## src/logic/fetch_config.svh

```systemverilog
`ifndef FETCH_CONFIG_SVH
`define FETCH_CONFIG_SVH

//////////////////////////////
// datapath widths
//////////////////////////////

// address and data width
`define XLEN            32
// instructions delivered per fetch
`define FETCH_WIDTH     2
`define INST_BITS       32

//////////////////////////////
// predictor table sizes
//////////////////////////////

// target buffer depth, indexed from pc bit 2
`define BTB_ENTRIES     64
`define BTB_TAG_BITS    10
// low target bits kept per entry, above the byte offset
`define BTB_TARGET_BITS 12

// local history registers, one per pc index
`define BHT_ENTRIES     64
`define HIST_BITS       3

`endif

```

## src/logic/predict_pkg.sv

```systemverilog
`include "fetch_config.svh"

package predict_pkg;

    //////////////////////////////
    // pattern counter
    //////////////////////////////

    // 2-bit saturating counter
    // upper bit set means predict taken
    typedef enum logic [1:0] {
        CTR_STRONG_NT = 2'd0,
        CTR_WEAK_NT   = 2'd1,
        CTR_WEAK_T    = 2'd2,
        CTR_STRONG_T  = 2'd3
    } counter_t;

    //////////////////////////////
    // execute to predictor
    //////////////////////////////

    // one resolved branch per cycle
    // target only matters when taken
    typedef struct packed {
        logic               valid;
        logic [`XLEN-1:0]   pc;
        logic               taken;
        logic [`XLEN-1:0]   target;
    } resolve_t;

    //////////////////////////////
    // predictor to fetch
    //////////////////////////////

    // per-slot lookup result
    // hit alone marks the slot as a branch
    typedef struct packed {
        logic               hit;
        logic               taken;
        logic [`XLEN-1:0]   target;
    } lookup_t;

endpackage

```

## src/logic/branch_target_buffer.sv

```systemverilog
`timescale 1ns/1ns

`include "fetch_config.svh"

module branch_target_buffer (
    input  logic                                clock,
    input  logic                                reset,
    input  logic [`FETCH_WIDTH-1:0][`XLEN-1:0]  lookup_pc,
    input  predict_pkg::resolve_t               update,
    output logic [`FETCH_WIDTH-1:0]             hit,
    output logic [`FETCH_WIDTH-1:0][`XLEN-1:0]  target
);

    localparam int IDX_BITS = $clog2(`BTB_ENTRIES);
    // tag sits right above the index
    localparam int TAG_LSB  = 2 + IDX_BITS;
    // lookup pc supplies the target bits above this
    localparam int HIGH_LSB = 2 + `BTB_TARGET_BITS;

    typedef struct packed {
        logic [`BTB_TAG_BITS-1:0]    tag;
        logic [`BTB_TARGET_BITS-1:0] target;
    } btb_entry_t;

    btb_entry_t              entries [`BTB_ENTRIES];
    logic [`BTB_ENTRIES-1:0] entry_valid;

    logic                    wr_en;
    logic [IDX_BITS-1:0]     wr_idx;
    logic [IDX_BITS-1:0]     rd_idx [`FETCH_WIDTH];
    btb_entry_t              rd_entry [`FETCH_WIDTH];

    //////////////////////////////
    // update from execute
    //////////////////////////////

    // only taken branches allocate
    assign wr_en  = update.valid && update.taken;
    assign wr_idx = update.pc[2 +: IDX_BITS];

    always_ff @(posedge clock) begin
        if (reset) begin
            entry_valid <= '0;
        end else if (wr_en) begin
            entry_valid[wr_idx] <= 1'b1;
        end
    end

    // tag and target storage
    always_ff @(posedge clock) begin
        if (wr_en) begin
            entries[wr_idx].tag    <= update.pc[TAG_LSB +: `BTB_TAG_BITS];
            entries[wr_idx].target <= update.target[2 +: `BTB_TARGET_BITS];
        end
    end

    //////////////////////////////
    // lookups
    //////////////////////////////

    always_comb begin
        for (int i = 0; i < `FETCH_WIDTH; i++) begin
            rd_idx[i]   = lookup_pc[i][2 +: IDX_BITS];
            rd_entry[i] = entries[rd_idx[i]];
            hit[i]      = entry_valid[rd_idx[i]]
                       && (rd_entry[i].tag == lookup_pc[i][TAG_LSB +: `BTB_TAG_BITS]);
            // near target with high bits borrowed from the fetch pc
            target[i]   = {lookup_pc[i][`XLEN-1:HIGH_LSB], rd_entry[i].target, 2'b00};
        end
    end

endmodule

```

## config.mk

```make
export PLATFORM = sky130hd
export DESIGN_NAME = branch_target_buffer
export DESIGN_NICKNAME = d
export VERILOG_FILES = /design/src/logic/predict_pkg.sv /design/src/logic/branch_target_buffer.sv
export VERILOG_INCLUDE_DIRS = /design/src /design/src/logic
export SDC_FILE = /design/constraint.sdc
export NUM_CORES = 2
export LEC_CHECK = 0
export ABC_CLOCK_PERIOD_IN_PS = 6300
export BUFFER_PORTS_ARGS = -buffer_cell sky130_fd_sc_hd__buf_4
export CAP_MARGIN = 20
export CORE_MARGIN = 2
export CORE_UTILIZATION = 43
export DETAILED_ROUTE_END_ITERATION = 10
export GPL_TIMING_DRIVEN = 1
export PLACE_DENSITY = 0.71
export SETUP_SLACK_MARGIN = 0.5
export SYNTH_ARGS = -nofsm -noshare
export SYNTH_HDL_FRONTEND = slang
export SYNTH_SLANG_ARGS = --single-unit
```

## constraint.sdc

```tcl
create_clock -name clock -period 6.3 [get_ports clock]
set_input_delay 1.26 -clock clock [delete_from_list [all_inputs] [get_ports clock]]
set_output_delay 1.26 -clock clock [all_outputs]
set_load 0.03 [all_outputs]
```

### Word-level counts from Yosys, hierarchy flattened

Memories as Yosys holds them, arrays and structs flattened.
Cells that the tools add are included.

| operators by class | value |
|---|---|
| order comparisons | 4 |
| bitwise gates (word level) | 1 |
| reduce and logical (&&, ||, !) cells | 4 |
| mux-type cells | 8 |
| equal/unequal tests | 2 |

Operators with widths:

| operator | count |
|---|---|
| $or A64 B64 Y64 | 1 |
| $lt A6 B7 Y1 const B | 3 |
| $eq A10 B10 Y1 | 2 |
| $bmux W1 S6 | 2 |
| $demux W1 S6 | 1 |
| $ge A6 B1 Y1 const B | 1 |
| $mux W1 | 5 |
| $logic_and A1 B1 Y1 | 4 |

| word-level totals | value |
|---|---|
| input port bits | 132 |
| register bits | 64 |
| logic and storage cells | 21 |
| RAM bits | 1,408 |
| memories kept | 1 |
| output and inout port bits | 66 |

Memories:

| name | depth | width | read ports | clocked after Yosys merged registers in | wr ports | RTL line | RTL |
|---|---|---|---|---|---|---|---|
| entries | 64 | 22 | 2 | 0 | 1 | branch_target_buffer.sv:25 | `` btb_entry_t entries [`BTB_ENTRIES]; `` |

### Logic depth before layout (Yosys ltp)

| depth | value |
|---|---|
| word-level depth | 5 |
| mapped depth | 14 |
| mapped depth without buffers | 8 |

### Least setup slack after synthesis

OpenSTA, ideal clock, no wires.

| path | value |
|---|---|
| path kind | input port to output port |
| start point | in lookup_pc[34] (netlist name) |
| end point | out hit[1] |
| path slack | 968 ps |
| cell stages on the path | 13 |
| data required time | 5,040 ps |
| path buffers | 5 |
| arrival time | 4,072 ps |
| path through | buf_6 -> buf_6 -> buf_4 -> buf_2 -> buf_2 -> mux4_2 -> a22oi_1 -> nand2_1 -> a21oi_1 -> nor3b_1 -> a21oi_1 -> nand4_1 -> nor4_2 |

| between the ends | value |
|---|---|
| cells in the longest elaborated chain, start to end | 3 |
| elaborated cells between the ends (all ways) | 5 |
| those cells by class | eq/ne: 1; mux: 2; reduce/logical: 1; memory: 1 |

Ends and longest elaborated chain:

| item | RTL line | RTL |
|---|---|---|
| from (decl) | branch_target_buffer.sv:8 | `` input logic [`FETCH_WIDTH-1:0][`XLEN-1:0] lookup_pc, `` |
| $mem_v2 Z64 W22 or $bmux W1 S6 (tied branches) | n/a |  |
| $eq A10 B10 Y1 or $mux W1 (tied branches) | branch_target_buffer.sv:66, branch_target_buffer.sv:65 |  |
| $logic_and A1 B1 Y1 * | branch_target_buffer.sv:65 | `hit[i] = entry_valid[rd_idx[i]]` |
| to (decl) | branch_target_buffer.sv:10 | `` output logic [`FETCH_WIDTH-1:0] hit, `` |

Every way passes the cells marked *; elsewhere a longest branch is shown, timed or not. The select of a mux whose other input is x is not followed.

### Worst setup path in the final report

| path | value |
|---|---|
| start point | in lookup_pc[5] (netlist name) |
| end point | out hit[0] |

Same word-level chain as after synthesis.

==> run_results.csv <==
group,metric,value,unit
logic_synthesis,synth.area.mux_share,28.8,%
worst_setup_path,cp-end-kind,"output port",
place,hpwl,125000,um
worst_setup_path,crit_slowest_cell,"or4_1",
logic_synthesis,synth_compound_area_share,2.60,%
worst_setup_path,critical_path_required,5.04,ns
sta,setup_slack,0.427,ns
sta,fmax,170,MHz
global_routing,busiest_layer,"met2",
clock_network,cts_buffer_depth,3,
finish,n_fill_cell,12563,
logic_synthesis,netlist-cell-type-count,74,
logic_synthesis,synth-simple-area-share,2.64,%
finish,final_nets,3652,
sta,hold_viol,0,
global_routing,first_global_vias,38975,
floorplanning,fp.dieH,404,um
worst_hold_path,holdCritStartpoint,"entry_valid[38]",
global_routing,grt_max_degree,94,
detailed_routing,num_vias,38976,
sta,setup-tns-final,0,ns
detailed_routing,vias_per_cell,6.83,
logic_synthesis,ys_seq_elements,1472,
worst_setup_path,cp_top_family,"simple AND/OR/NAND/NOR gates",
pwr,total_power,21.4,mW
sta,fin_crit_sh,93.2,%
logic_synthesis,yosysTopAreaCell,"edfxtp_1",
logic_synthesis,yosysTopAreaCellShare,61.4,%
logic_synthesis,synth_xor_area_share,0.216,%
place,placed_cells,5435,
global_routing,grt.met1_usage,35.0,%
logic_synthesis,yosys-top-cells-area,"edfxtp_1 (61%), mux4_2 (27%), dfxtp_1 (1.9%)",
global_routing,grt_pass1_wl,294000,um
sta,hold_ws,0.491,ns
place,routabilityCongestion,0.926,
logic_synthesis,ys_seq_area_share,63.2,%
logic_synthesis,postSynthAreaPerCell,20.4,um2
logic_synthesis,synthFlopType,"edfxtp_1",
detailed_routing,drt_pass1_iterations,5,
floorplanning,die-area,0.163,mm2
sta,rsz0062_at_grt,"yes",
worst_hold_path,hold_path.class,"register to register",
global_routing,track_usage,25.7,%
worst_hold_path,whs_endpoint,"entry_valid[38]",
detailed_routing,ant_nets,0,
floorplanning,initial_core_util,43.4,%
clock_network,ctsHoldBuffers,0,
finish,syn_to_final_growth,13.0,%
detailed_routing,route.detailed.drc,0,
worst_setup_path,max_stage_delay,0.59,ns
floorplanning,fp-row-count,146,
worst_setup_path,crit_type,"input pin to output port",
logic_synthesis,synthesis.area,0.0689,mm2
worst_setup_path,r2r_end,"entry_valid[53]",
logic_synthesis,synthCells,3375,
place,place_area,0.0728,mm2
pwr,p_leak,24.3,nW
detailed_routing,wirelength,209000,um
worst_setup_path,critPathMaxFanout,23,
pwr,powerDensity,275,mW/mm2
detailed_routing,initialDrtViolationCount,6219,
place,io_buffer_count,97,
clock_network,cts.sinks,1472,
logic_synthesis,synth-adder-area-share,0,%
global_routing,overflow,0,
worst_hold_path,hold_depth,2,
sta,maxSlewViolCount,0,
finish,drive_gt1_share,39.6,%
global_routing,antenna_found_initial,4,
sta,finalSetupViolations,0,
clock_network,cts_tree,"built",
job,maxCapViolations,0,
sta,maxSlewHeadroom,23.7,%
finish,design_area,0.0778,mm2
clock_network,cts_buffers,146,
sta,fin_crit,5.87,ns
outcome,outcome,"finished, final reports clean",
sta,tightest_slew,1.14,ns
logic_synthesis,async_reset_ff_share,0,%
worst_setup_path,worstSetupStartpointType,"input pin",
floorplanning,io_pins,198,
sta,finClkSkew,0,ns
place,post-place-ws,-0.0979,ns
worst_setup_path,arrival,4.61,ns
worst_setup_path,r2r_cells,1,
worst_setup_path,r2r_setup_slack,5.65,ns
floorplanning,core_area,0.159,mm2
clock_network,h-tree-depth,4,
finish,layout.cells.non_filler,5705,
worst_setup_path,cpMostUsedCell,"buf_4",
clock_network,root_buffer,"clkbuf_16",
pwr,ir_worst_vdd,0.000268,V
worst_setup_path,cp_cell_sequence,"buf_4, buf_4, nor2b_1, buf_4, nand2_1, o22ai_1, or4_1, a222oi_1, nand4_1, nor4_1, and4_1, buf_4",
finish,fin_util,49.0,%
detailed_routing,wl_per_cell,36.7,um
floorplanning,die_x,404,um
clock_network,clkLatencyLatePin,0.78,ns
clock_network,clkTransAtPathRegs,0.06,ns
worst_setup_path,r2r_start,"entry_valid[53]",
global_routing,use_met3,6.83,%
logic_synthesis,synth_top_family_by_area,"multiplexers",
logic_synthesis,yosysWarnings,0,
logic_synthesis,synth-edff-count,1408,
global_routing,met2_usage,38.5,%
worst_setup_path,cp.buffers_inverters,4,
-- layout make-up --
cell class | count | area (um2) | area share, %
diodes | 1 | 2.50 | 0.00322
clock buffers | 184 | 3900 | 5.01
clock inverters | 76 | 759 | 0.976
inverters | 5 | 21.3 | 0.0273
multi-input cells | 1602 | 24200 | 31.1
flip-flops and latches | 1472 | 43600 | 56.0
well taps | 2072 | 2590 | 3.33
repair buffers | 293 | 2810 | 3.61
-- tightest hold or removal path: stages, from the launching register on --
cell	delay, ns
dfxtp_1	0.34
nor2_1	0.05
nor2_1	0.07
-- worst max path at each step --
stage                        from  endpoint  slack, ns  cells after the start
floorplan           lookup_pc[34]    hit[1]       0.97                     13
global placement    lookup_pc[34]    hit[1]      -0.08                     12
detailed placement  lookup_pc[34]    hit[1]       -0.1                     12
CTS                 lookup_pc[37]    hit[1]       0.46                     13
global route        lookup_pc[36]    hit[1]       0.49                     11
finish               lookup_pc[5]    hit[0]       0.43                     12
-- cells by family after synthesis --
| logic type | Yosys count |
|---|---|
| flops | 1472 |
| other cells | 1 |
| mux | 953 |
| buf+inv | 304 |
| xor+xnor | 17 |
| compound gates | 240 |
| simple gates | 388 |
-- cell usage after synthesis, types with 21 or more instances --
| cell | number |
|---|---|
| mux4_2 | 816 |
| buf_4 | 58 |
| mux2i_1 | 113 |
| nand3_1 | 21 |
| nand2_1 | 47 |
| edfxtp_1 | 1408 |
| a21oi_1 | 25 |
| buf_2 | 112 |
| nor2_1 | 201 |
| buf_1 | 25 |
| a22oi_1 | 48 |
| dfxtp_1 | 64 |
| nor2b_1 | 30 |
| clkbuf_1 | 79 |
-- routing by layer --
metal,share of wire (%),vias to the layer above
met5,0.013,-
met4,5.4,6
met3,13,528
met2,45,2888
met1,36,20636
li1,-,14918
-- state kept, by name (all words and copies together), names as in the netlist --
register and cells:
entries 1408, entry_valid 64
-- repair_timing --
| item | 4_1_cts | 5_1_grt |
|---|---|---|
| pin swaps | 3 | 1 |
| buffers inserted | 3 | 0 |
| gates resized for setup | 33 | 18 |
| gates cloned | 4 | 1 |
| setup endpoints to repair | 11 | 2 |
-- layout by cell type, fill, tap and decap left out, drive strengths merged, types with 5 or more instances in the layout --
master / instances
a2111oi: 10
a211oi: 7
a21oi: 25
a221oi: 16
a22o: 18
a22oi: 48
a31oi: 11
a32oi: 5
and2: 7
and3: 6
buf: 289
bufinv: 15
clkbuf: 185
clkinv: 52
dfxtp: 64
edfxtp: 1408
inv: 10
mux2: 21
mux2i: 113
mux4: 819
nand2: 47
nand2b: 13
nand3: 21
nand3b: 8
nand4: 8
nor2: 202
nor2b: 30
nor3: 15
nor3b: 5
nor4: 8
o211ai: 9
o21ai: 22
o21ba: 14
o22ai: 19
xnor2: 13
-- power by group --
part	internal [mW]	total, mW	switching (mW)
Clock	4.99	8.71	3.72
Combinational	0.800	1.92	1.12
Sequential	10.7	10.8	0.0159
(Power assumes the default switching activity.)
