`src/logic/fetch_config.svh`:
```
`ifndef FETCH_CONFIG_SVH
`define FETCH_CONFIG_SVH

//////////////////////////////
// datapath widths
//////////////////////////////

// address and data width
`define XLEN            32
// instructions delivered per fetch
`define FETCH_WIDTH     2
`define INST_BITS       32

//////////////////////////////
// predictor table sizes
//////////////////////////////

// target buffer depth, indexed from pc bit 2
`define BTB_ENTRIES     64
`define BTB_TAG_BITS    10
// low target bits kept per entry, above the byte offset
`define BTB_TARGET_BITS 12

// local history registers, one per pc index
`define BHT_ENTRIES     64
`define HIST_BITS       3

`endif

```
`src/logic/fetch_pkg.sv`:
```
`include "fetch_config.svh"

package fetch_pkg;

    //////////////////////////////
    // instruction cache side
    //////////////////////////////

    // request toward the icache
    // address always word aligned
    typedef struct packed {
        logic [`XLEN-1:0] addr;
    } icache_req_t;

    // same-cycle answer from the icache
    // low word is slot 0, high word is slot 1
    typedef struct packed {
        logic                                   valid;
        logic [`FETCH_WIDTH*`INST_BITS-1:0]     data;
    } icache_rsp_t;

    //////////////////////////////
    // toward the instruction buffer
    //////////////////////////////

    // one fetched instruction with its pc pair
    typedef struct packed {
        logic                   valid;
        logic [`INST_BITS-1:0]  inst;
        logic [`XLEN-1:0]       pc;
        // predicted pc of the instruction that follows
        logic [`XLEN-1:0]       npc;
    } fetch_slot_t;

    // all slots of one fetch
    // index 0 is the oldest instruction
    typedef fetch_slot_t [`FETCH_WIDTH-1:0] fetch_packet_t;

endpackage

```
`src/logic/fetch_pc_gen.sv`:
```
`timescale 1ns/1ns

`include "fetch_config.svh"

module fetch_pc_gen (
    input  logic                                clock,
    input  logic                                reset,
    input  logic                                if_valid,
    input  logic                                icache_valid,
    input  logic                                take_branch,
    input  logic [`XLEN-1:0]                    branch_target,
    input  logic [`XLEN-1:0]                    predicted_pc,
    output logic                                accept,
    output logic [`XLEN-1:0]                    pc,
    output logic [`FETCH_WIDTH-1:0][`XLEN-1:0]  slot_pc,
    output fetch_pkg::icache_req_t              icache_req
);

    localparam logic [`XLEN-1:0] INST_BYTES = `INST_BITS / 8;

    logic [`XLEN-1:0] pc_q;
    logic [`XLEN-1:0] step_pc;

    //////////////////////////////
    // accept and pc register
    //////////////////////////////

    // redirect from execute wins over any fetch
    assign accept = icache_valid && if_valid && !take_branch;

    always_ff @(posedge clock) begin
        if (reset) begin
            pc_q <= '0;
        end else if (take_branch) begin
            pc_q <= branch_target;
        end else if (accept) begin
            pc_q <= predicted_pc;
        end
    end

    assign pc = pc_q;

    // pcs of each slot for the table lookups
    always_comb begin
        step_pc = pc_q;
        for (int i = 0; i < `FETCH_WIDTH; i++) begin
            slot_pc[i] = step_pc;
            step_pc    = step_pc + INST_BYTES;
        end
    end

    //////////////////////////////
    // icache request
    //////////////////////////////

    // byte offset dropped
    assign icache_req.addr = {pc_q[`XLEN-1:2], 2'b00};

    // targets from execute and the btb must keep the pc aligned
    pc_aligned: assert property (
        @(posedge clock) disable iff (reset) pc_q[1:0] == 2'b00
    );

endmodule

```
`config.mk`:
```
export PLATFORM = sky130hd
export DESIGN_NAME = fetch_pc_gen
export DESIGN_NICKNAME = d
export VERILOG_FILES = /design/src/logic/fetch_pkg.sv /design/src/logic/fetch_pc_gen.sv
export VERILOG_INCLUDE_DIRS = /design/src /design/src/logic
export SDC_FILE = /design/constraint.sdc
export NUM_CORES = 1
export LEC_CHECK = 0
export ABC_AREA = 1
export BUFFER_PORTS_ARGS = -buffer_cell sky130_fd_sc_hd__buf_2
export CORE_MARGIN = 3
export CORE_UTILIZATION = 39
export DETAILED_ROUTE_END_ITERATION = 7
export PLACE_DENSITY = 0.89
export SLEW_MARGIN = 20
export SYNTH_ARGS = -nofsm -noshare
export SYNTH_HDL_FRONTEND = slang
export SYNTH_SLANG_ARGS = --single-unit
```
`constraint.sdc`:
```
create_clock -name clock -period 1.2 [get_ports clock]
set_input_delay 0.06 -clock clock [delete_from_list [all_inputs] [get_ports clock]]
set_output_delay 0.06 -clock clock [all_outputs]
set_load 0.01 [all_outputs]
```
=== Word level (Yosys, flattened, before mapping) ===
Cells that the tools add are included.

* Word-level logic and storage cells: 8
* Input bits: 69
* Register bits after elaboration: 32

* Reduce and logical (&&, ||, !) cells: 4
* Mux-type cells: 2
* $add $sub $neg: 1

{| class="wikitable"
|+ Operator list
! cell !! number
|-
| 2-to-1 mux 32 bit || 2
|-
| adder 32 x 3 -> 32 bit (second input constant) || 1
|-
| logical AND 1 bit || 2
|-
| nonzero test 2 bit || 1
|-
| zero test 1 bit || 1
|}

=== Depth between registers and ports, before layout ===
Gate-level depths: netlist of the first run.

* Word-level depth: 4
* Depth in mapped cells: 8
* Mapped depth without buffers: 8

=== Least setup slack after synthesis of the first run ===
Ideal clock, no wire load.

* Kind: register to output
* Start: register pc_q[3] (netlist: pc[3])
* End: output slot_pc[50] in the netlist's numbering
* Cell stages (with the launch flop): 7
* Data arrival time: 1.383 ns
* Data required time: 1.140 ns
* Setup slack: -0.243 ns
* Buffers on the path: 0
* Cell sequence: dfxtp_1 -> ha_1 -> nand2_1 -> nor2_4 -> nand2_4 -> nor2_4 -> xor2_1

{| class="wikitable"
|+ RTL lines
! item !! line !! source
|-
| from (decl) || fetch_pc_gen.sv:21 || <nowiki>logic [`XLEN-1:0] pc_q;</nowiki>
|-
| from (signal assigned) || fetch_pc_gen.sv:35 || <nowiki>pc_q <= branch_target;</nowiki>
|-
| from (signal assigned) || fetch_pc_gen.sv:37 || <nowiki>pc_q <= predicted_pc;</nowiki>
|-
| to (decl) || fetch_pc_gen.sv:15 || <nowiki>output logic [`FETCH_WIDTH-1:0][`XLEN-1:0] slot_pc,</nowiki>
|}

==> summary.txt, run 1 <==
Placement
  – I/O Buffers: 195
  – RD Place Congestion: roughly 0.89
  – Placed cell areas: 0.004065 mm2
  – Hpwl dp: 7804 um
  – Post-Place Worst Slack: -0.1624 ns

Clock tree
  – CTS tree: built
  – CTS Hold Bufs: 0
  – H-Tree Depth: 2
  – Worst-Skew Late Latency: 0.27 ns
  – Clock buffer depth: 2
  – CTS sink cnt: 32
  – TritonCTS Buffers: 5
  – CTS clk-pin slew, worst paths: around 0.070 ns
  – Clock Tree Root: clkbuf_8

GRT
  – First-pass GRT wire length: 14650 um
  – Vias in the first global route: 3301
  – Grt total ovfl: 0
  – Total global routing track utilization: 0.2074
  – Largest net degree at the start of global routing: 33
  – Initial antenna violation count: 0

Final layout
  – Design area: roughly 0.0043 mm2
  – Final Net Count: 741
  – Largest register FFs: 32
  – Ant. Diodes: 0
  – Synthesis-to-layout area growth: 45.26%
  – Fraction of layout instances using a drive strength above 1: 0.5022

Yosys
  – Post-synth top flop: dfxtp_1
  – Synth Area in Simple Gates: 0.3686
  – Post-synthesis cell count: 486
  – Sequential-to-total area share from yosys stat: 0.2149
  – Post-synth top cells: 173 x nand2_1, 70 x buf_4, 50 x inv_1
  – Post-synthesis compound-gate area fraction: 0.1075
  – Synth cell types: 23
  – Most area-consuming cells after synthesis: nand2_1 22%, dfxtp_1 21%, buf_4 18%
  – XOR/XNOR Fraction of Synth Area: 0.04660
  – Yosys top cell area share: 0.2179
  – Largest family of logic cells by synthesized area: simple AND/OR/NAND/NOR gates
  – FF+latch count, synth: 32
  – Synth area leader: nand2_1
  – Mux cell area share after synthesis: 0
  – Synth Cell Area: 0.002980 mm2
  – Post-synth ARST share: 0
  – Adder-cell share of the synthesized area: 0.004198
  – Post-Syn Area per Cell: 6.132 um2
  – Post-synth EDFFs: 0
  – Count leader, synth: nand2_1
  – Synth Warn #: 0

Pwr
  – Total power: 3281 uW
  – Pwr Density: 758.0 mW/mm2
  – Maximum VDD drop: 0.4600 mV
  – Static Leak: 0.002492 uW

Drt
  – Vias/cell: between 4 and 5
  – Drt wl/cell: 12.27 um
  – Routed vias: between 3000 and 4000
  – WL final: 9446 um
  – DRT antenna net count: 0
  – Drt first-iter violations: 217
  – DRC viols: 0
  – DR pass1 iterations: 5

Setup path
  – Cell family with most CP delay: simple AND/OR/NAND/NOR gates
  – Worst Path Buf+Inv: 2
  – Critical path class: reg -> out
  – WP data required: between 1 and 1.5 ns
  – Worst Path Arrival: 1.57 ns
  – Crit-path cells: buf_4, nand2_2, nor2_8, nand2_4, nor2_4, nand2_1, nand2_1, nand2_1, buf_2
  – Slowest cell on crit path: dfxtp_4
  – Crit path max fanout: 5
  – Crit. End Element: output pin
  – Worst path max stage delay: 0.36 ns
  – Critical Path Start Type: flip-flop
  – Crit path top cell by count: nand2_1

STA
  – Final setup vio count: 28
  – Max Clock Freq: 0.6130 GHz
  – Least-Margin Pin Slew: 0.6059 ns
  – Final Hold Violating Endpoints: 0
  – Period Utilization, post-route: 1.360
  – Min Clock Period, post-route: roughly 1.6 ns
  – Max_slew headroom: 0.5960
  – Final Max Slew Viols: 0
  – Clock Skew: 0 ns
  – Final setup margin: -0.4315 ns
  – Setup TNS: -10.30 ns
  – RSZ-0062 raised after global routing: yes
  – Final hold slack: 0.1145 ns

Min path
  – Worst min-delay path category: in -> reg

Run
  – Maxcap violations: 0

Outcome
  – Failing checks: negative setup slack
  – Outcome: finished, violations left

Floorplan
  – Die Ht: 93.42 um
  – Num ports: 198
  – Starting density of the core: 0.4066
  – Full die area: about 0.0087 mm2
  – Rows: 31
  – Total core area: 0.007331 mm2
  – Die X-Extent: between 90 and 100 um
## cells by family after synthesis
logic type	count (synthesis)
AOI/OAI and AO/OA	64
other	1
buffers and inverters	132
DFF	32
adders and majority gates	1
and+or+nand+nor	241
xor gates and xnor gates	15
## per-layer routing
layer  global-route usage  share of wire  vias up
met5                    0              0        -
met4              0.07692          0.025        0
li1                     -              -     1776
met2               0.3830           0.51      184
met1               0.2410           0.39     1566
met3              0.02735          0.077       24
## cell type report
class,instances,area [um2]
repair buffers,259,1518
well taps,99,123.9
flip-flops and latches,32,670.6
fillers,642,3002
inverters,50,187.7
multi-input cells,323,1733
clock buffers,7,96.34
## tightest hold or removal path, stage by stage
cell and delay [ns]:
buf_2 0.09, inv_1 0.03, o21ai_0 0.06, nand2_1 0.06, a21oi_1 0.05
## per-stage QoR
| step | std cells | utilization |
|---|---|---|
| 3_5_place_dp | 758 | 0.5545 |
| 2_1_floorplan | 487 | - |
| 3_3_place_gp | 758 | 0.5545 |
| 4_1_cts | 770 | 0.5849 |
| 5_1_grt | 770 | 0.5905 |
| 6_report | 770 | 0.5905 |
## cell usage in the layout (no fill, tap or decap), types with 8 or more instances in the layout
cell type and n:
a21oi_1 32, buf_2 191, buf_4 59, dfxtp_1 14, dfxtp_2 15, inv_1 50, nand2_1 165, nand2_2 13
nor2_1 19, nor2_2 9, nor2_4 12, o21ai_0 32, xor2_2 8
## power by group
part           internal, uW  switching [uW]  total (uW)
Sequential             1140            85.2        1230
Combinational           546             619        1170
Clock                   510             379         889
## path summary, 6_finish.rpt
check / start / end / slack (ns) / cells after the start
hold reg to reg: pc[1] / pc[1] / 0.49 / 2
hold / removal: predicted_pc[5] / pc[5] / 0.11 / 5
setup / recovery: pc[3] / slot_pc[55] / -0.43 / 9
setup reg to reg: pc[17] / pc[17] / 0.36 / 3
## repair_timing
item	in CTS	in global routing
buffers inserted	6	0
endpoints found under the setup margin	28	28
pin swaps	16	4
gates cloned	0	0
resized for setup	25	11
No activity file was read; power rests on OpenSTA's default activity.
==> run 2, diff against run 1 <==
--- a/config.mk
+++ b/config.mk
@@ -6,12 +6,12 @@
 export SDC_FILE = /design/constraint.sdc
 export NUM_CORES = 1
 export LEC_CHECK = 0
-export ABC_AREA = 1
 export BUFFER_PORTS_ARGS = -buffer_cell sky130_fd_sc_hd__buf_2
+export CAP_MARGIN = 15
 export CORE_MARGIN = 3
-export CORE_UTILIZATION = 39
+export CORE_UTILIZATION = 36
 export DETAILED_ROUTE_END_ITERATION = 7
-export PLACE_DENSITY = 0.89
+export PLACE_DENSITY = 0.88
 export SLEW_MARGIN = 20
 export SYNTH_ARGS = -nofsm -noshare
 export SYNTH_HDL_FRONTEND = slang
==> run 2 against run 1 <==
Compared with the run above: the run still ends with negative setup slack left; clock power is 23% higher; wire length is 14% lower; critical path type unchanged; synthesized area is 16% lower; utilization is 2.0 points higher; critical path depth is 2 lower; clock skew stayed put; non-clock buffer count is 3 lower; die area is 8.8% lower.
==> summary.txt, run 2 <==
Outcome
  – Outcome: finished, violations left
  – Failing checks: negative setup slack

STA
  – Max_slew headroom: 0.5723 (-0.02369)
  – Min Clock Period, post-route: 1.779 ns (+0.1476 ns)
  – Final Max Slew Viols: 0 (unchanged)
  – Final setup margin: -0.5791 ns (-0.1476 ns)
  – Period Utilization, post-route: 1.483 (+0.1230)
  – Final Hold Violating Endpoints: 0 (unchanged)
  – RSZ-0062 raised after global routing: yes
  – Least-Margin Pin Slew: 0.6415 ns (+0.03553 ns)
  – Max Clock Freq: 0.5621 GHz (-8.3%)
  – Final setup vio count: 32 (+14%)
  – Clock Skew: 0 ns (unchanged)

Floorplan
  – Rows: 29 (-6.5%)
  – Die X-Extent: 89.21 um (-4.5%)
  – Num ports: 198 (unchanged)
  – Die Ht: 89.21 um (-4.5%)
  – Starting density of the core: 0.3816 (-0.02494)
  – Total core area: 0.006531 mm2 (-11%)
  – Full die area: 0.007958 mm2 (-8.8%)

GRT
  – Vias in the first global route: 2501 (-24%)
  – Total global routing track utilization: 0.1927 (-0.01462)
  – Grt total ovfl: 0 (unchanged)
  – Initial antenna violation count: 0 (unchanged)
  – First-pass GRT wire length: 11960 um (-18%)
  – Largest net degree at the start of global routing: 65 (+97%)

Pwr
  – Maximum VDD drop: 0.5904 mV (+28%)
  – Static Leak: 0.002302 uW (-7.6%)
  – Pwr Density: 920.3 mW/mm2 (+21%)
  – Total power: 3670 uW (+12%)

Setup path
  – WP data required: 1.14 ns (about the same)
  – R2R Path Start: pc[2]
  – Critical path class: reg -> out
  – Reg2reg setup slack: 0.17 ns (-0.19 ns)
  – Critical Path Start Type: flip-flop
  – RR Endpoint: pc[2]
  – Worst R2R Path Depth: 5 (+2)
  – Worst Path Arrival: 1.72 ns (+0.15 ns)
  – Crit. End Element: output pin
  – Crit path max fanout: 8 (+3)

Clock tree
  – CTS sink cnt: 32 (unchanged)
  – TritonCTS Buffers: 5 (unchanged)
  – CTS tree: built
  – Clock Tree Root: clkbuf_8
  – H-Tree Depth: 2 (unchanged)
  – Worst-Skew Late Latency: 0.29 ns (+0.02 ns)
  – Clock buffer depth: 2 (unchanged)
  – CTS Hold Bufs: 0 (unchanged)
  – CTS clk-pin slew, worst paths: 0.07 ns (about the same)

Run
  – Maxcap violations: 0 (unchanged)

Yosys
  – Synth Cell Area: 0.002492 mm2 (-16%)
  – FF+latch count, synth: 32 (unchanged)
  – Post-synthesis cell count: 295 (-39%)
  – Most area-consuming cells after synthesis: dfxtp_1 26%, buf_4 21%, mux2i_1 13%
  – Sequential-to-total area share from yosys stat: 0.2570 (+0.04208)
  – Post-synth ARST share: 0 (unchanged)
  – Post-synth top flop: dfxtp_1
  – Synth area leader: dfxtp_1
  – Yosys top cell area share: 0.2570 (+0.03914)
  – Synth cell types: 25 (+8.7%)
  – Synth Warn #: 0 (unchanged)
  – Post-Syn Area per Cell: 8.449 um2 (+38%)
  – Post-synth top cells: 69 x buf_4, 37 x nor2_1, 32 x a211oi_1, 32 x dfxtp_1, 32 x mux2i_1
  – Post-synth EDFFs: 0 (unchanged)
  – Count leader, synth: buf_4

Drt
  – DRC viols: 0 (unchanged)
  – Vias/cell: 4.817 (+4.5%)
  – DRT antenna net count: 0 (unchanged)
  – Drt first-iter violations: 87 (-60%)
  – WL final: 8139 um (-14%)
  – Drt wl/cell: 14.74 um (+20%)
  – Routed vias: 2659 (-25%)
  – DR pass1 iterations: 4 (-1)

Min path
  – Hold_sp: predicted_pc[22]
  – Worst Hold Path EP: pc[22]
  – Worst min-delay path category: in -> reg
  – Worst Hold Path Cells: 3 (-2)

Placement
  – I/O Buffers: 195 (unchanged)
  – Hpwl dp: 6159 um (-21%)
  – Post-Place Worst Slack: -0.3324 ns (-0.1700 ns)
  – RD Place Congestion: 0.8294 (-6.9%)

Final layout
  – Multi-input logic area: 0.001543 mm2 (-11%)
  – Post-Route Utilization: 0.6105 (+0.01999)
  – Ant. Diodes: 0 (unchanged)
  – Sequential cell area: 696.9 um2 (+3.9%)
  – Final Net Count: 544 (-27%)
  – Commonest non-fill, non-tap cell in the layout: buf_2
  – Synthesis-to-layout area growth: 59.99%
  – Largest register FFs: 32 (unchanged)
  – Most frequent cells in the layout: 195 x buf_2, 44 x buf_4, 33 x nor2_1, 32 x mux2i_1, 32 x a211oi_1
  – Fillers: 555 (-14%)
  – Fraction of layout instances using a drive strength above 1: 0.6884 (+0.1862)
==> run 2: cell types whose count changed after synthesis, sizes merged, moves of 9 or more <==
cell / previous run / this run
nand4: 0 / 9
inv: 50 / 3
a21oi: 32 / 0
mux2i: 0 / 32
xnor2: 4 / 17
o21ai: 32 / 0
nand2: 182 / 8
a211oi: 0 / 32
==> run 2: worst max-delay path by stage <==
stage                     slack [ns]          end  start  cells past startpoint
after floorplan                -0.32  slot_pc[58]  pc[3]                      7
after global placement         -0.29  slot_pc[58]  pc[3]                      7
after detailed placement       -0.33  slot_pc[58]  pc[9]                      6
after CTS                      -0.59  slot_pc[58]  pc[2]                      7
after global routing           -0.66  slot_pc[58]  pc[2]                      7
final                          -0.58  slot_pc[60]  pc[2]                      7
==> run 2: power breakdown <==
group	total (uW)	switching [uW]	internal, uW
sequential	1230	67.1	1160
combinational	1360	712	644
clock	1090	420	669
total	3670	1200	2470
==> run 2: kinds of logic after synthesis <==
family,share of synthesized area
buffers and inverters,0.2415
AND/OR/NAND/NOR,0.1717
AO/OA/AOI/OAI,0.09639
multiplexers,0.1285
flip-flops,0.2570
XOR/XNOR,0.09839
adder cells (fa/ha/maj),0.005019
other,0.001505
==> run 2: what timing repair did <==
item / 4_1_cts / 5_1_grt
resized for setup: 30 / 17
pin swaps: 26 / 25
endpoints found under the setup margin: 28 / 28
setup buffers: 7 / 11
gates cloned: 0 / 0
==> run 2: final cells by class <==
class | instances | share of cell area
clock buffers | 6 | 0.02071
clock inverters | 2 | 0.008472
inverters | 3 | 0.002824
multi-input cells | 176 | 0.3869
flip-flops and latches | 32 | 0.1748
well taps | 77 | 0.02416
repair buffers | 256 | 0.3822
==> run 2: critical path: stages (launching register included) <==
cell and delay, ns:
dfxtp_4 0.37, ha_4 0.13, and3_4 0.17, and4_1 0.18, buf_6 0.14, nand4_1 0.15, xnor2_2 0.16, buf_2 0.14
==> run 2: metrics by stage <==
stage	instances	instance area (um2)	TNS (ns)	hold WS, ns
floorplan	296	2706	-3.519	0.1328
global placement	530	3571	-4.212	0.3937
detailed placement	530	3571	-4.890	0.4030
CTS	545	3857	-12.93	0.09482
global route	552	3988	-15.13	0.1139
finish	552	3988	-12.98	0.09623
==> run 2: metal layers <==
metal	wire, um	share of wire	vias to the layer above	track usage
met3	500	0.061	14	0.03226
met2	4401	0.54	122	0.3731
met1	3103	0.38	1207	0.2156
met5	0	0	-	0
met4	133	0.016	0	0.04871
li1	-	-	1316	-
