`config.mk`:
```
export PLATFORM = sky130hd
export DESIGN_NAME = fetch_pack
export DESIGN_NICKNAME = d
export VERILOG_FILES = /design/src/logic/fetch_pkg.sv /design/src/logic/predict_pkg.sv /design/src/logic/fetch_pack.sv
export VERILOG_INCLUDE_DIRS = /design/src /design/src/logic
export SDC_FILE = /design/constraint.sdc
export NUM_CORES = 1
export LEC_CHECK = 0
export ABC_AREA = 1
export BUFFER_PORTS_ARGS = -buffer_cell sky130_fd_sc_hd__buf_2
export CELL_PAD_IN_SITES_DETAIL_PLACEMENT = 1
export CELL_PAD_IN_SITES_GLOBAL_PLACEMENT = 2
export CORE_ASPECT_RATIO = 1.25
export CORE_MARGIN = 5
export CORE_UTILIZATION = 14
export DETAILED_ROUTE_END_ITERATION = 8
export PLACE_DENSITY_LB_ADDON = 0.1
export SKIP_LAST_GASP = 1
export SYNTH_ARGS = -nofsm -noshare
export SYNTH_HDL_FRONTEND = slang
export SYNTH_SLANG_ARGS = --single-unit
```
`constraint.sdc`:
```
create_clock -name vclk -period 2.45
set_input_delay 0.3675 -clock vclk [all_inputs]
set_output_delay 0.3675 -clock vclk [all_outputs]
set_load 0.005 [all_outputs]
```
`src/logic/fetch_config.svh`:
```
`ifndef FETCH_CONFIG_SVH
`define FETCH_CONFIG_SVH

//////////////////////////////
// datapath widths
//////////////////////////////

// address and data width
`define XLEN            32
// instructions delivered per fetch
`define FETCH_WIDTH     2
`define INST_BITS       32

//////////////////////////////
// predictor table sizes
//////////////////////////////

// target buffer depth, indexed from pc bit 2
`define BTB_ENTRIES     64
`define BTB_TAG_BITS    10
// low target bits kept per entry, above the byte offset
`define BTB_TARGET_BITS 12

// local history registers, one per pc index
`define BHT_ENTRIES     64
`define HIST_BITS       3

`endif

```
`src/logic/fetch_pkg.sv`:
```
`include "fetch_config.svh"

package fetch_pkg;

    //////////////////////////////
    // instruction cache side
    //////////////////////////////

    // request toward the icache
    // address always word aligned
    typedef struct packed {
        logic [`XLEN-1:0] addr;
    } icache_req_t;

    // same-cycle answer from the icache
    // low word is slot 0, high word is slot 1
    typedef struct packed {
        logic                                   valid;
        logic [`FETCH_WIDTH*`INST_BITS-1:0]     data;
    } icache_rsp_t;

    //////////////////////////////
    // toward the instruction buffer
    //////////////////////////////

    // one fetched instruction with its pc pair
    typedef struct packed {
        logic                   valid;
        logic [`INST_BITS-1:0]  inst;
        logic [`XLEN-1:0]       pc;
        // predicted pc of the instruction that follows
        logic [`XLEN-1:0]       npc;
    } fetch_slot_t;

    // all slots of one fetch
    // index 0 is the oldest instruction
    typedef fetch_slot_t [`FETCH_WIDTH-1:0] fetch_packet_t;

endpackage

```
`src/logic/predict_pkg.sv`:
```
`include "fetch_config.svh"

package predict_pkg;

    //////////////////////////////
    // pattern counter
    //////////////////////////////

    // 2-bit saturating counter
    // upper bit set means predict taken
    typedef enum logic [1:0] {
        CTR_STRONG_NT = 2'd0,
        CTR_WEAK_NT   = 2'd1,
        CTR_WEAK_T    = 2'd2,
        CTR_STRONG_T  = 2'd3
    } counter_t;

    //////////////////////////////
    // execute to predictor
    //////////////////////////////

    // one resolved branch per cycle
    // target only matters when taken
    typedef struct packed {
        logic               valid;
        logic [`XLEN-1:0]   pc;
        logic               taken;
        logic [`XLEN-1:0]   target;
    } resolve_t;

    //////////////////////////////
    // predictor to fetch
    //////////////////////////////

    // per-slot lookup result
    // hit alone marks the slot as a branch
    typedef struct packed {
        logic               hit;
        logic               taken;
        logic [`XLEN-1:0]   target;
    } lookup_t;

endpackage

```
`src/logic/fetch_pack.sv`:
```
`timescale 1ns/1ns

`include "fetch_config.svh"

module fetch_pack (
    input  logic [`XLEN-1:0]                            pc,
    input  fetch_pkg::icache_rsp_t                      icache_rsp,
    input  predict_pkg::lookup_t [`FETCH_WIDTH-1:0]     lookup,
    output fetch_pkg::fetch_packet_t                    packet,
    output logic [`XLEN-1:0]                            predicted_pc
);

    localparam logic [`XLEN-1:0] INST_BYTES = `INST_BITS / 8;

    // walks slots oldest first
    // cut marks that an older slot already redirects
    always_comb begin
        logic [`XLEN-1:0] slot_pc;
        logic             cut;
        logic             pred_taken;

        slot_pc      = pc;
        cut          = 1'b0;
        predicted_pc = '0;
        for (int i = 0; i < `FETCH_WIDTH; i++) begin
            // buffer hit doubles as the branch marker
            pred_taken = lookup[i].hit && lookup[i].taken;

            packet[i].valid = icache_rsp.valid && !cut;
            packet[i].inst  = icache_rsp.data[i*`INST_BITS +: `INST_BITS];
            packet[i].pc    = slot_pc;
            packet[i].npc   = pred_taken ? lookup[i].target : slot_pc + INST_BYTES;

            // first predicted-taken slot sets the next fetch
            if (pred_taken && !cut) begin
                predicted_pc = lookup[i].target;
                cut          = 1'b1;
            end
            slot_pc = slot_pc + INST_BYTES;
        end

        // fall through to pc+8 when nothing is taken
        if (!cut) begin
            predicted_pc = slot_pc;
        end
    end

endmodule

```
Yosys cells after proc, flatten, opt, wreduce, memory -nomap -nowiden
Cells that the tools add are included.
Storage, ports and cells
  word-level logic and storage cells: 14
  bits of input ports: 165
  bits in latches: 0
  bits in registers: 0
  memories: 0
  output and inout port bits: 226
  ROM bits: 0
  memory bits (writable): 0
Operators by class
  reduce and logical (&&, ||, !) cells: 5
  equal/unequal tests: 0
  divide/modulo/power cells: 0
  $add $sub $neg: 2
  muxes and demuxes: 7
  multipliers: 0
  shift operators: 0
  magnitude comparators: 0
  bitwise operators: 0
Operators with widths (number)
  $mux W32: 5
  $add A32 B3 Y32 const B: 2
  $logic_and A1 B1 Y1: 4
  $mux W1: 2
  $logic_not A1 Y1: 1

Logic depth before layout (Yosys ltp)
Gate-level depths: netlist of run 1.
  depth in word-level cells: 6
  depth in mapped cells: 17
  depth with buffers taken out: 16

Worst setup path after synthesis of run 1
OpenSTA, ideal clock, no wires.
  kind: input to output
  start: input pc[2]
  end: output packet[128] (netlist bit)
  arrival: 2.018 ns
  required time: 2.082 ns
  stages on the path: 16
  path slack: 0.065 ns
  buffers on the path: 0
  cell sequence: ha_1 -> nand2_2 -> inv_1 -> nor2_2 -> nand3_1 -> inv_1 -> nand2_1 -> nor2_2 -> nand2_2 -> nor2_4 -> nand2_4 -> nor2_4 -> nand2_1 -> nand2_1 -> nand3_1 -> nand2_1
RTL lines
  start, declared: RTL line fetch_pack.sv:6  | input logic [`XLEN-1:0] pc,
  end, declared: RTL line fetch_pack.sv:9  | output fetch_pkg::fetch_packet_t packet,

Worst setup path in the final report of run 1
  start: input pc[3]
  end: output predicted_pc[19]
On the way
  word-level cells in the longest chain between the ends: 3
Ends and longest elaborated chain
  $add A32 B3 Y32 (2 in a row): RTL line fetch_pack.sv:39  | slot_pc = slot_pc + INST_BYTES;
  $mux W32: RTL line fetch_pack.sv:43  | if (!cut) begin
  end, declared: RTL line fetch_pack.sv:10  | output logic [`XLEN-1:0] predicted_pc
No other way between the ends.

==> qor.yml, run 1 <==
status:
  status: "complete, but fails checks"
  violations: "negative setup slack"
sta:
  fmax_mhz: 373
  hold_viol_final: 0
  min_period_ns: 2.68
  worst_pin_slew_ns: 0.749
  fin_ws_ns: -0.229
  final_max_slew_viol_count: 0
  finalCritPeriodShare_pct: 109
  finalSetupViolations: 44
  rsz0062_at_grt: "yes"
  maxSlewHeadroom_pct: 50.0
  hold_ws_ns: 0.735
logic_synthesis:
  syn_avg_cell_area_um2: 5.01
  netlist_top_cells_area: "nand2_1 (29%), buf_4 (21%), nand3_1 (7.7%)"
  synth.distinct_cells: 28
  synth_seq_area_share_pct: 0
  synth_top_area_share_pct: 28.9
  yosysMostFrequentCell: "nand2_1"
  synth_common_cells: "nand2_1 (284), buf_4 (101), inv_1 (71)"
  synthesis.nets: 904
  yosysTopAreaCell: "nand2_1"
  ys.warnings.count: 0
  syn_area_mm2: 0.00369
  syn_inst: 736
min_path:
  worstHoldPathType: "primary input to primary output"
routing:
  dr.pass1.iters: 4
  via_count: 5614
  drtIter0Drc: 70
  drtAntennaViolNets: 0
  viasPerCell: 3.99
  drc: 0
  routedWlPerCell_um: 16.0
  routed_wl_mm: 22.5
pwr:
  ir_drop_uv: 71.4
  power.leakage_nw: 3.80
  p_per_area_mw_per_mm2: 155
floorplan:
  die-area_mm2: 0.0297
  initial_utilization_pct: 14.2
  die_w_um: 155
  coreArea_mm2: 0.0260
  die_h_um: 191
  ios: 391
  rows: 66
critical_path:
  worst_setup_path_start_kind: "primary input"
  endpoint_kind: "primary output"
  path_max_fanout: 5
  worstSetupPathType: "primary input to primary output"
  worstPathRequired_ns: 2.08
  cp.arrival_ns: 2.31
placement:
  io_buffers: 263
  dp_cells: 1360
  post-dp-hpwl_mm: 19.4
  pre_cts_ws_ns: -0.623
  gp_congestion: 0.749
cells_and_area:
  instances_no_fill: 1407
  drive_gt1_share_pct: 58.6
  final_nets: 1236
  clkbuf_count: 0
  seq_area_um2: 0
  syn_to_final_growth_pct: 87.4
  postLayoutCoreUtil_pct: 26.6
  nFlopsAndLatches: 0
global_routing:
  grt_pass1_wl_mm: 33.5
  grt_max_degree: 39
  grt_pass1_vias: 6174
  gr-total-overflow: 0
  grt_use_total_pct: 14.0
  antenna_found_initial: 2
clock_tree:
  cts_hold_buf: 0
flow_run:
  drv_cap: 0
cells in the final DEF (no fill, tap or decap), types with 12 or more instances in the layout:
cell type  synthesis  final
nand2_1          284    237
inv_1             71     59
o21ai_0           40     29
nor2_1            59     24
nor2_4             9     35
buf_2              0    255
buf_4            101    163
nand2_4            3     25
buf_6              1     22
nand2_2           16     40
nor2_2            14     23
nand3_2            3     12
nand3_1           57     45
inv_2              3     16
metrics by stage:
stage | TNS (ns) | power (W) | instance area, um2
after floorplan | 0 | 0.000469 | 3690
after global placement | -19.81 | 0.000956 | 5670
after detailed placement | -21.69 | 0.000951 | 5670
after CTS | -7.35 | 0.00104 | 6360
after global routing | -14.38 | 0.00119 | 6910
final | -7.30 | 0.00107 | 6910
report_power, final:
group	switching (W)	internal (W)
registers	0	0
logic	0.000570	0.000500
clock network	0	0.0000000000545
total	0.000570	0.000500
repair_timing:
action,in CTS,in global routing
endpoints found under the setup margin,59,56
resized for setup,129,107
setup buffers,26,22
cloned,0,0
pin swaps,39,63
worst max-delay path: stages:
cell	delay, ns
buf_12	0.09
ha_4	0.14
nand2_4	0.06
nor2_4	0.16
buf_12	0.13
buf_6	0.09
nand3_4	0.10
nand2_4	0.08
nand2_4	0.07
nor2_4	0.11
nand2_4	0.08
nor2_4	0.15
nand2_4	0.11
buf_4	0.16
xor2_2	0.14
o21bai_1	0.13
buf_2	0.13
worst paths after layout:
path | start | to | depth (start not counted)
hold / removal | icache_rsp[33] | packet[162] | 0
setup / recovery | pc[3] | predicted_pc[19] | 17
area by class of cell:
| class | count | area [um2] |
|---|---|---|
| antenna | 1 | 2.50 |
| fill | 3393 | 19100 |
| inverter | 75 | 282 |
| multi-input combinational | 545 | 3340 |
| tap | 340 | 425 |
| timing repair buffer | 446 | 2860 |
per-layer routing:
layer / part of all wire, % / global-route usage (%) / up-vias
met1: 39 / 15.7 / 2543
met5: 0.058 / 0 / -
met4: 0.97 / 1.08 / 2
met3: 6.4 / 3.06 / 26
met2: 54 / 27.9 / 196
li1: - / - / 2847
logic make-up after synthesis:
family	share of synthesized area, %
buf+inv	29.9
fa+ha+maj	1.02
simple gates	55.8
compound gates	9.46
xor+xnor	3.80
No activity file was read; power rests on OpenSTA's default activity.
==> run 2: changes to the inputs <==
==> constraint.sdc (replaced) <==
create_clock -name vclk -period 2.49
set_input_delay 0.3735 -clock vclk [all_inputs]
set_output_delay 0.3735 -clock vclk [all_outputs]
set_load 0.005 [all_outputs]
==> qor.yml, run 2 (synthesis gave the netlist of run 1 again) <==
status:
  status: "complete, but fails checks"
  violations: "negative setup slack"
critical_path:
  endpoint_kind: "primary output"
  worst_setup_path_start_kind: "primary input"
  cp_cell_sequence: "buf_8 -> buf_4 -> ha_4 -> nor2_4 -> nand3_2 -> inv_2 -> nand2_4 -> nor2_4 -> nand2_4 -> nor2_4 -> nand2_4 -> buf_6 -> xor2_2 -> o21bai_1 -> buf_2"
  critPathSlowestCell: "ha_4"
  path_max_fanout: 5
  cp.arrival_ns: 2.30
  worstSetupPathType: "primary input to primary output"
  cpPeakStageDelay_ns: 0.24
  worstPathRequired_ns: 2.12
global_routing:
  gr-total-overflow: 0
  grt_pass1_vias: 6152
  antenna_found_initial: 1
  grt_pass1_wl_mm: 33.3
  grt_max_degree: 39
  grt_use_total_pct: 14.0
placement:
  post-dp-hpwl_mm: 19.3
  io_buffers: 263
  gp_congestion: 0.746
  dp_cells: 1359
floorplan:
  die_h_um: 191
  initial_utilization_pct: 14.2
  ios: 391
  coreArea_mm2: 0.0260
  die-area_mm2: 0.0297
  rows: 66
  die_w_um: 155
cells_and_area:
  postLayoutCoreUtil_pct: 27.1
  drive_gt1_share_pct: 59.5
  clkbuf_count: 0
  nFlopsAndLatches: 0
  diodes: 0
  layout_common_cells: "buf_2 (253), nand2_1 (232), buf_4 (160)"
  final_common_cell: "buf_2"
  instances_no_fill: 1404
  syn_to_final_growth_pct: 90.8
  final_nets: 1234
  seq_area_um2: 0
pwr:
  switching_share_pct: 53.3
  pwr-share-clk_pct: 0
  pwr-share-seq_pct: 0
  p_switching_w: 0.000569
  power.leakage_nw: 3.84
  p_comb_share_pct: 100.0
  intPower_w: 0.000498
  p_per_area_mw_per_mm2: 152
  ir_drop_uv: 64.3
sta:
  finalCritPeriodShare_pct: 108
  hold_viol_final: 0
  finalSetupTns_ns: -4.07
  fin_ws_ns: -0.188
  final_max_slew_viol_count: 0
  finalSetupViolations: 39
  worst_pin_slew_ns: 0.680
  min_period_ns: 2.68
  rsz0062_at_grt: "yes"
  maxSlewHeadroom_pct: 54.6
  fmax_mhz: 373
routing:
  via_count: 5584
  drtIter0Drc: 111
  viasPerCell: 3.98
  dr.pass1.iters: 6
  routedWlPerCell_um: 15.8
  drtAntennaViolNets: 0
  routed_wl_mm: 22.2
  drc: 0
min_path:
  worstHoldPathType: "primary input to primary output"
flow_run:
  drv_cap: 0
clock_tree:
  cts_hold_buf: 0
run 2: cell types whose count changed in the layout (fill, tap and decap cells not counted), moves of 5 or more:
| cell | before | now |
|---|---|---|
| nor2_2 | 23 | 16 |
| nand3_2 | 12 | 18 |
| inv_2 | 16 | 10 |
| nand3_1 | 45 | 38 |
| nor2_4 | 35 | 41 |
| nand2_1 | 237 | 232 |
run 2: stage by stage:
stage               hold WS, ns  power, W  instance area (um2)  setup slack, ns
detailed placement        0.747  0.000932                 5650           -0.571
global placement          0.747  0.000937                 5650           -0.561
global route              0.747   0.00119                 7040           -0.333
finish                    0.747   0.00107                 7040           -0.188
CTS                       0.747   0.00104                 6500           -0.175
floorplan                 0.797  0.000461                 3690           0.0929
run 2: final timing paths:
kind                  startpoint  slack, ns               end  cells after the start
setup / recovery           pc[3]      -0.19  predicted_pc[19]                     15
hold / removal    icache_rsp[33]       0.75       packet[162]                      0
run 2: power by group through the flow:
stage / clock network, W / registers [W] / logic, W
final: 0 / 0 / 0.00107
after global routing: 0 / 0 / 0.00119
after CTS: 0 / 0 / 0.00104
after detailed placement: 0 / 0 / 0.000932
after global placement: 0 / 0 / 0.000937
after floorplan: 0 / 0 / 0.000461
run 2: critical path: cells and delay by family:
family | cells | cell delay [ns]
XOR/XNOR | 1 | 0.14
buffers and inverters | 5 | 0.59
adder cells (fa/ha/maj) | 1 | 0.24
AND/OR/NAND/NOR | 7 | 0.80
AO/OA/AOI/OAI | 1 | 0.13
run 2: area by class of cell:
type,instances,area (um2)
timing repair buffer,444,2860
fill,3379,19000
inverter,75,292
tap,340,425
multi-input combinational,545,3470
run 2: routing by layer:
layer | global-route usage (%) | vias up | part of all wire [%] | wire [um]
met5 | 0 | - | 0.059 | 13
met4 | 1.21 | 2 | 0.77 | 170
met3 | 3.01 | 24 | 6.5 | 1450
met2 | 27.9 | 191 | 54 | 11900
met1 | 15.5 | 2524 | 39 | 8580
li1 | - | 2843 | - | -
run 2: repair_timing:
item / CTS / global route
endpoints found under the setup margin: 55 / 50
buffers inserted: 35 / 14
cloned: 1 / 0
resized for setup: 154 / 112
pin swaps: 69 / 60
==> run 3: changes to the inputs <==
--- a/config.mk
+++ b/config.mk
@@ -11,7 +11,7 @@
 export CELL_PAD_IN_SITES_DETAIL_PLACEMENT = 1
 export CELL_PAD_IN_SITES_GLOBAL_PLACEMENT = 2
 export CORE_ASPECT_RATIO = 1.25
-export CORE_MARGIN = 5
+export CORE_MARGIN = 2
 export CORE_UTILIZATION = 14
 export DETAILED_ROUTE_END_ITERATION = 8
 export PLACE_DENSITY_LB_ADDON = 0.1
==> qor.yml, run 3 (synthesis gave the netlist of run 1 again) <==
placement:
  io_buffers: 263
  gp_congestion: 0.757
  place_area_mm2: 0.00561
  pre_cts_ws_ns: -0.545
  post-dp-hpwl_mm: 18.7
pwr:
  p_per_area_mw_per_mm2: 154
  pwr-share-seq_pct: 0
  intPower_w: 0.000490
  power.leakage_nw: 3.76
  p_switching_w: 0.000564
  switching_share_pct: 53.5
  ir_drop_uv: 63.4
  pwr-share-clk_pct: 0
  p_comb_share_pct: 100.0
global_routing:
  antenna_found_initial: 1
  grt_max_degree: 40
  grt_use_total_pct: 14.9
  grt_pass1_wl_mm: 32.6
  grt_pass1_vias: 6001
  gr-total-overflow: 0
floorplan:
  die_w_um: 149
  die_h_um: 185
  initial_utilization_pct: 14.2
  rows: 66
  coreArea_mm2: 0.0259
  die-area_mm2: 0.0277
  ios: 391
sta:
  rsz0062_at_grt: "yes"
  finalSetupViolations: 41
  final_max_slew_viol_count: 0
  fmax_mhz: 379
  hold_viol_final: 0
  maxSlewHeadroom_pct: 73.5
  worst_pin_slew_ns: 0.397
  finalCritPeriodShare_pct: 106
  fin_ws_ns: -0.152
  min_period_ns: 2.64
cells_and_area:
  seq_area_um2: 0
  final_common_cell: "buf_2"
  diodes: 0
  multi_input_area_mm2: 0.00344
  nFlopsAndLatches: 0
  syn_to_final_growth_pct: 86.1
  stdcell_area_mm2: 0.00687
  nFillCells: 3397
  drive_gt1_share_pct: 59.4
  clkbuf_count: 0
  final_nets: 1223
  layout_common_cells: "buf_2 (257), nand2_1 (229), buf_4 (156)"
clock_tree:
  cts_hold_buf: 0
min_path:
  hold_start: "icache_rsp[2]"
  hold_depth: 0
  min_to: "packet[66]"
  worstHoldPathType: "primary input to primary output"
critical_path:
  endpoint_kind: "primary output"
  worstSetupPathType: "primary input to primary output"
  cp.arrival_ns: 2.27
  path_max_fanout: 5
  worst_setup_path_start_kind: "primary input"
  worstPathRequired_ns: 2.12
routing:
  viasPerCell: 4.00
  routed_wl_mm: 21.6
  drtIter0Drc: 83
  via_count: 5567
  drtAntennaViolNets: 0
  drc: 0
  routedWlPerCell_um: 15.5
  dr.pass1.iters: 4
status:
  violations: "negative setup slack"
  status: "complete, but fails checks"
flow_run:
  drv_cap: 0
==> run 3: layout make-up <==
type	instances	area share [%]
inverters	75	4.17
repair buffers	433	39.5
multi-input cells	545	50.1
well taps	340	6.20
==> run 3: worst max-delay path: stages <==
cell	delay, ns
buf_8	0.09
ha_4	0.13
nand2_4	0.05
nor2_4	0.21
buf_6	0.15
nand2_8	0.05
nor2_4	0.14
nor2_4	0.04
nor2_4	0.17
nand2_4	0.08
nor2_4	0.11
nand2_4	0.09
nor2_4	0.15
nand2_1	0.08
nand2_2	0.09
nand3_2	0.06
nand2_1	0.07
buf_2	0.12
==> run 3: timing repair <==
item                                    4_1_cts  5_1_grt
gates resized for setup                     168       80
buffers inserted                             28       16
gates cloned                                  0        0
endpoints found under the setup margin       56       50
pin swaps                                    73       59
==> run 3: metrics by stage <==
step                hold WS, ns  std cells  TNS, ns  util [%]  power, W
floorplan                 0.797        736        0         -  0.000461
global placement          0.747       1353   -18.66      21.6  0.000927
detailed placement        0.747       1353   -19.92      21.6  0.000923
CTS                       0.747       1380    -3.45      24.9   0.00103
global route              0.747       1393   -10.72      26.5   0.00118
finish                    0.747       1393    -3.18      26.5   0.00105
==> run 3: worst max path at each step <==
stage	start	endpoint	slack, ns
after floorplan	pc[2]	packet[128]	0.09
after global placement	pc[2]	predicted_pc[30]	-0.53
after detailed placement	pc[2]	packet[113]	-0.54
after CTS	pc[3]	predicted_pc[27]	-0.15
after global routing	pc[3]	predicted_pc[31]	-0.32
final	pc[3]	predicted_pc[27]	-0.15
==> run 3: power by group through the flow <==
stage               clock network [W]  logic, W  registers [W]
CTS                                 0   0.00103              0
finish                              0   0.00105              0
global route                        0   0.00118              0
global placement                    0  0.000927              0
floorplan                           0  0.000461              0
detailed placement                  0  0.000923              0
==> run 3: metal layers <==
metal	global-route usage [%]	wire (um)
met1	16.1	8280
met5	0	13
met2	30.3	11600
met4	1.79	297
met3	2.87	1420
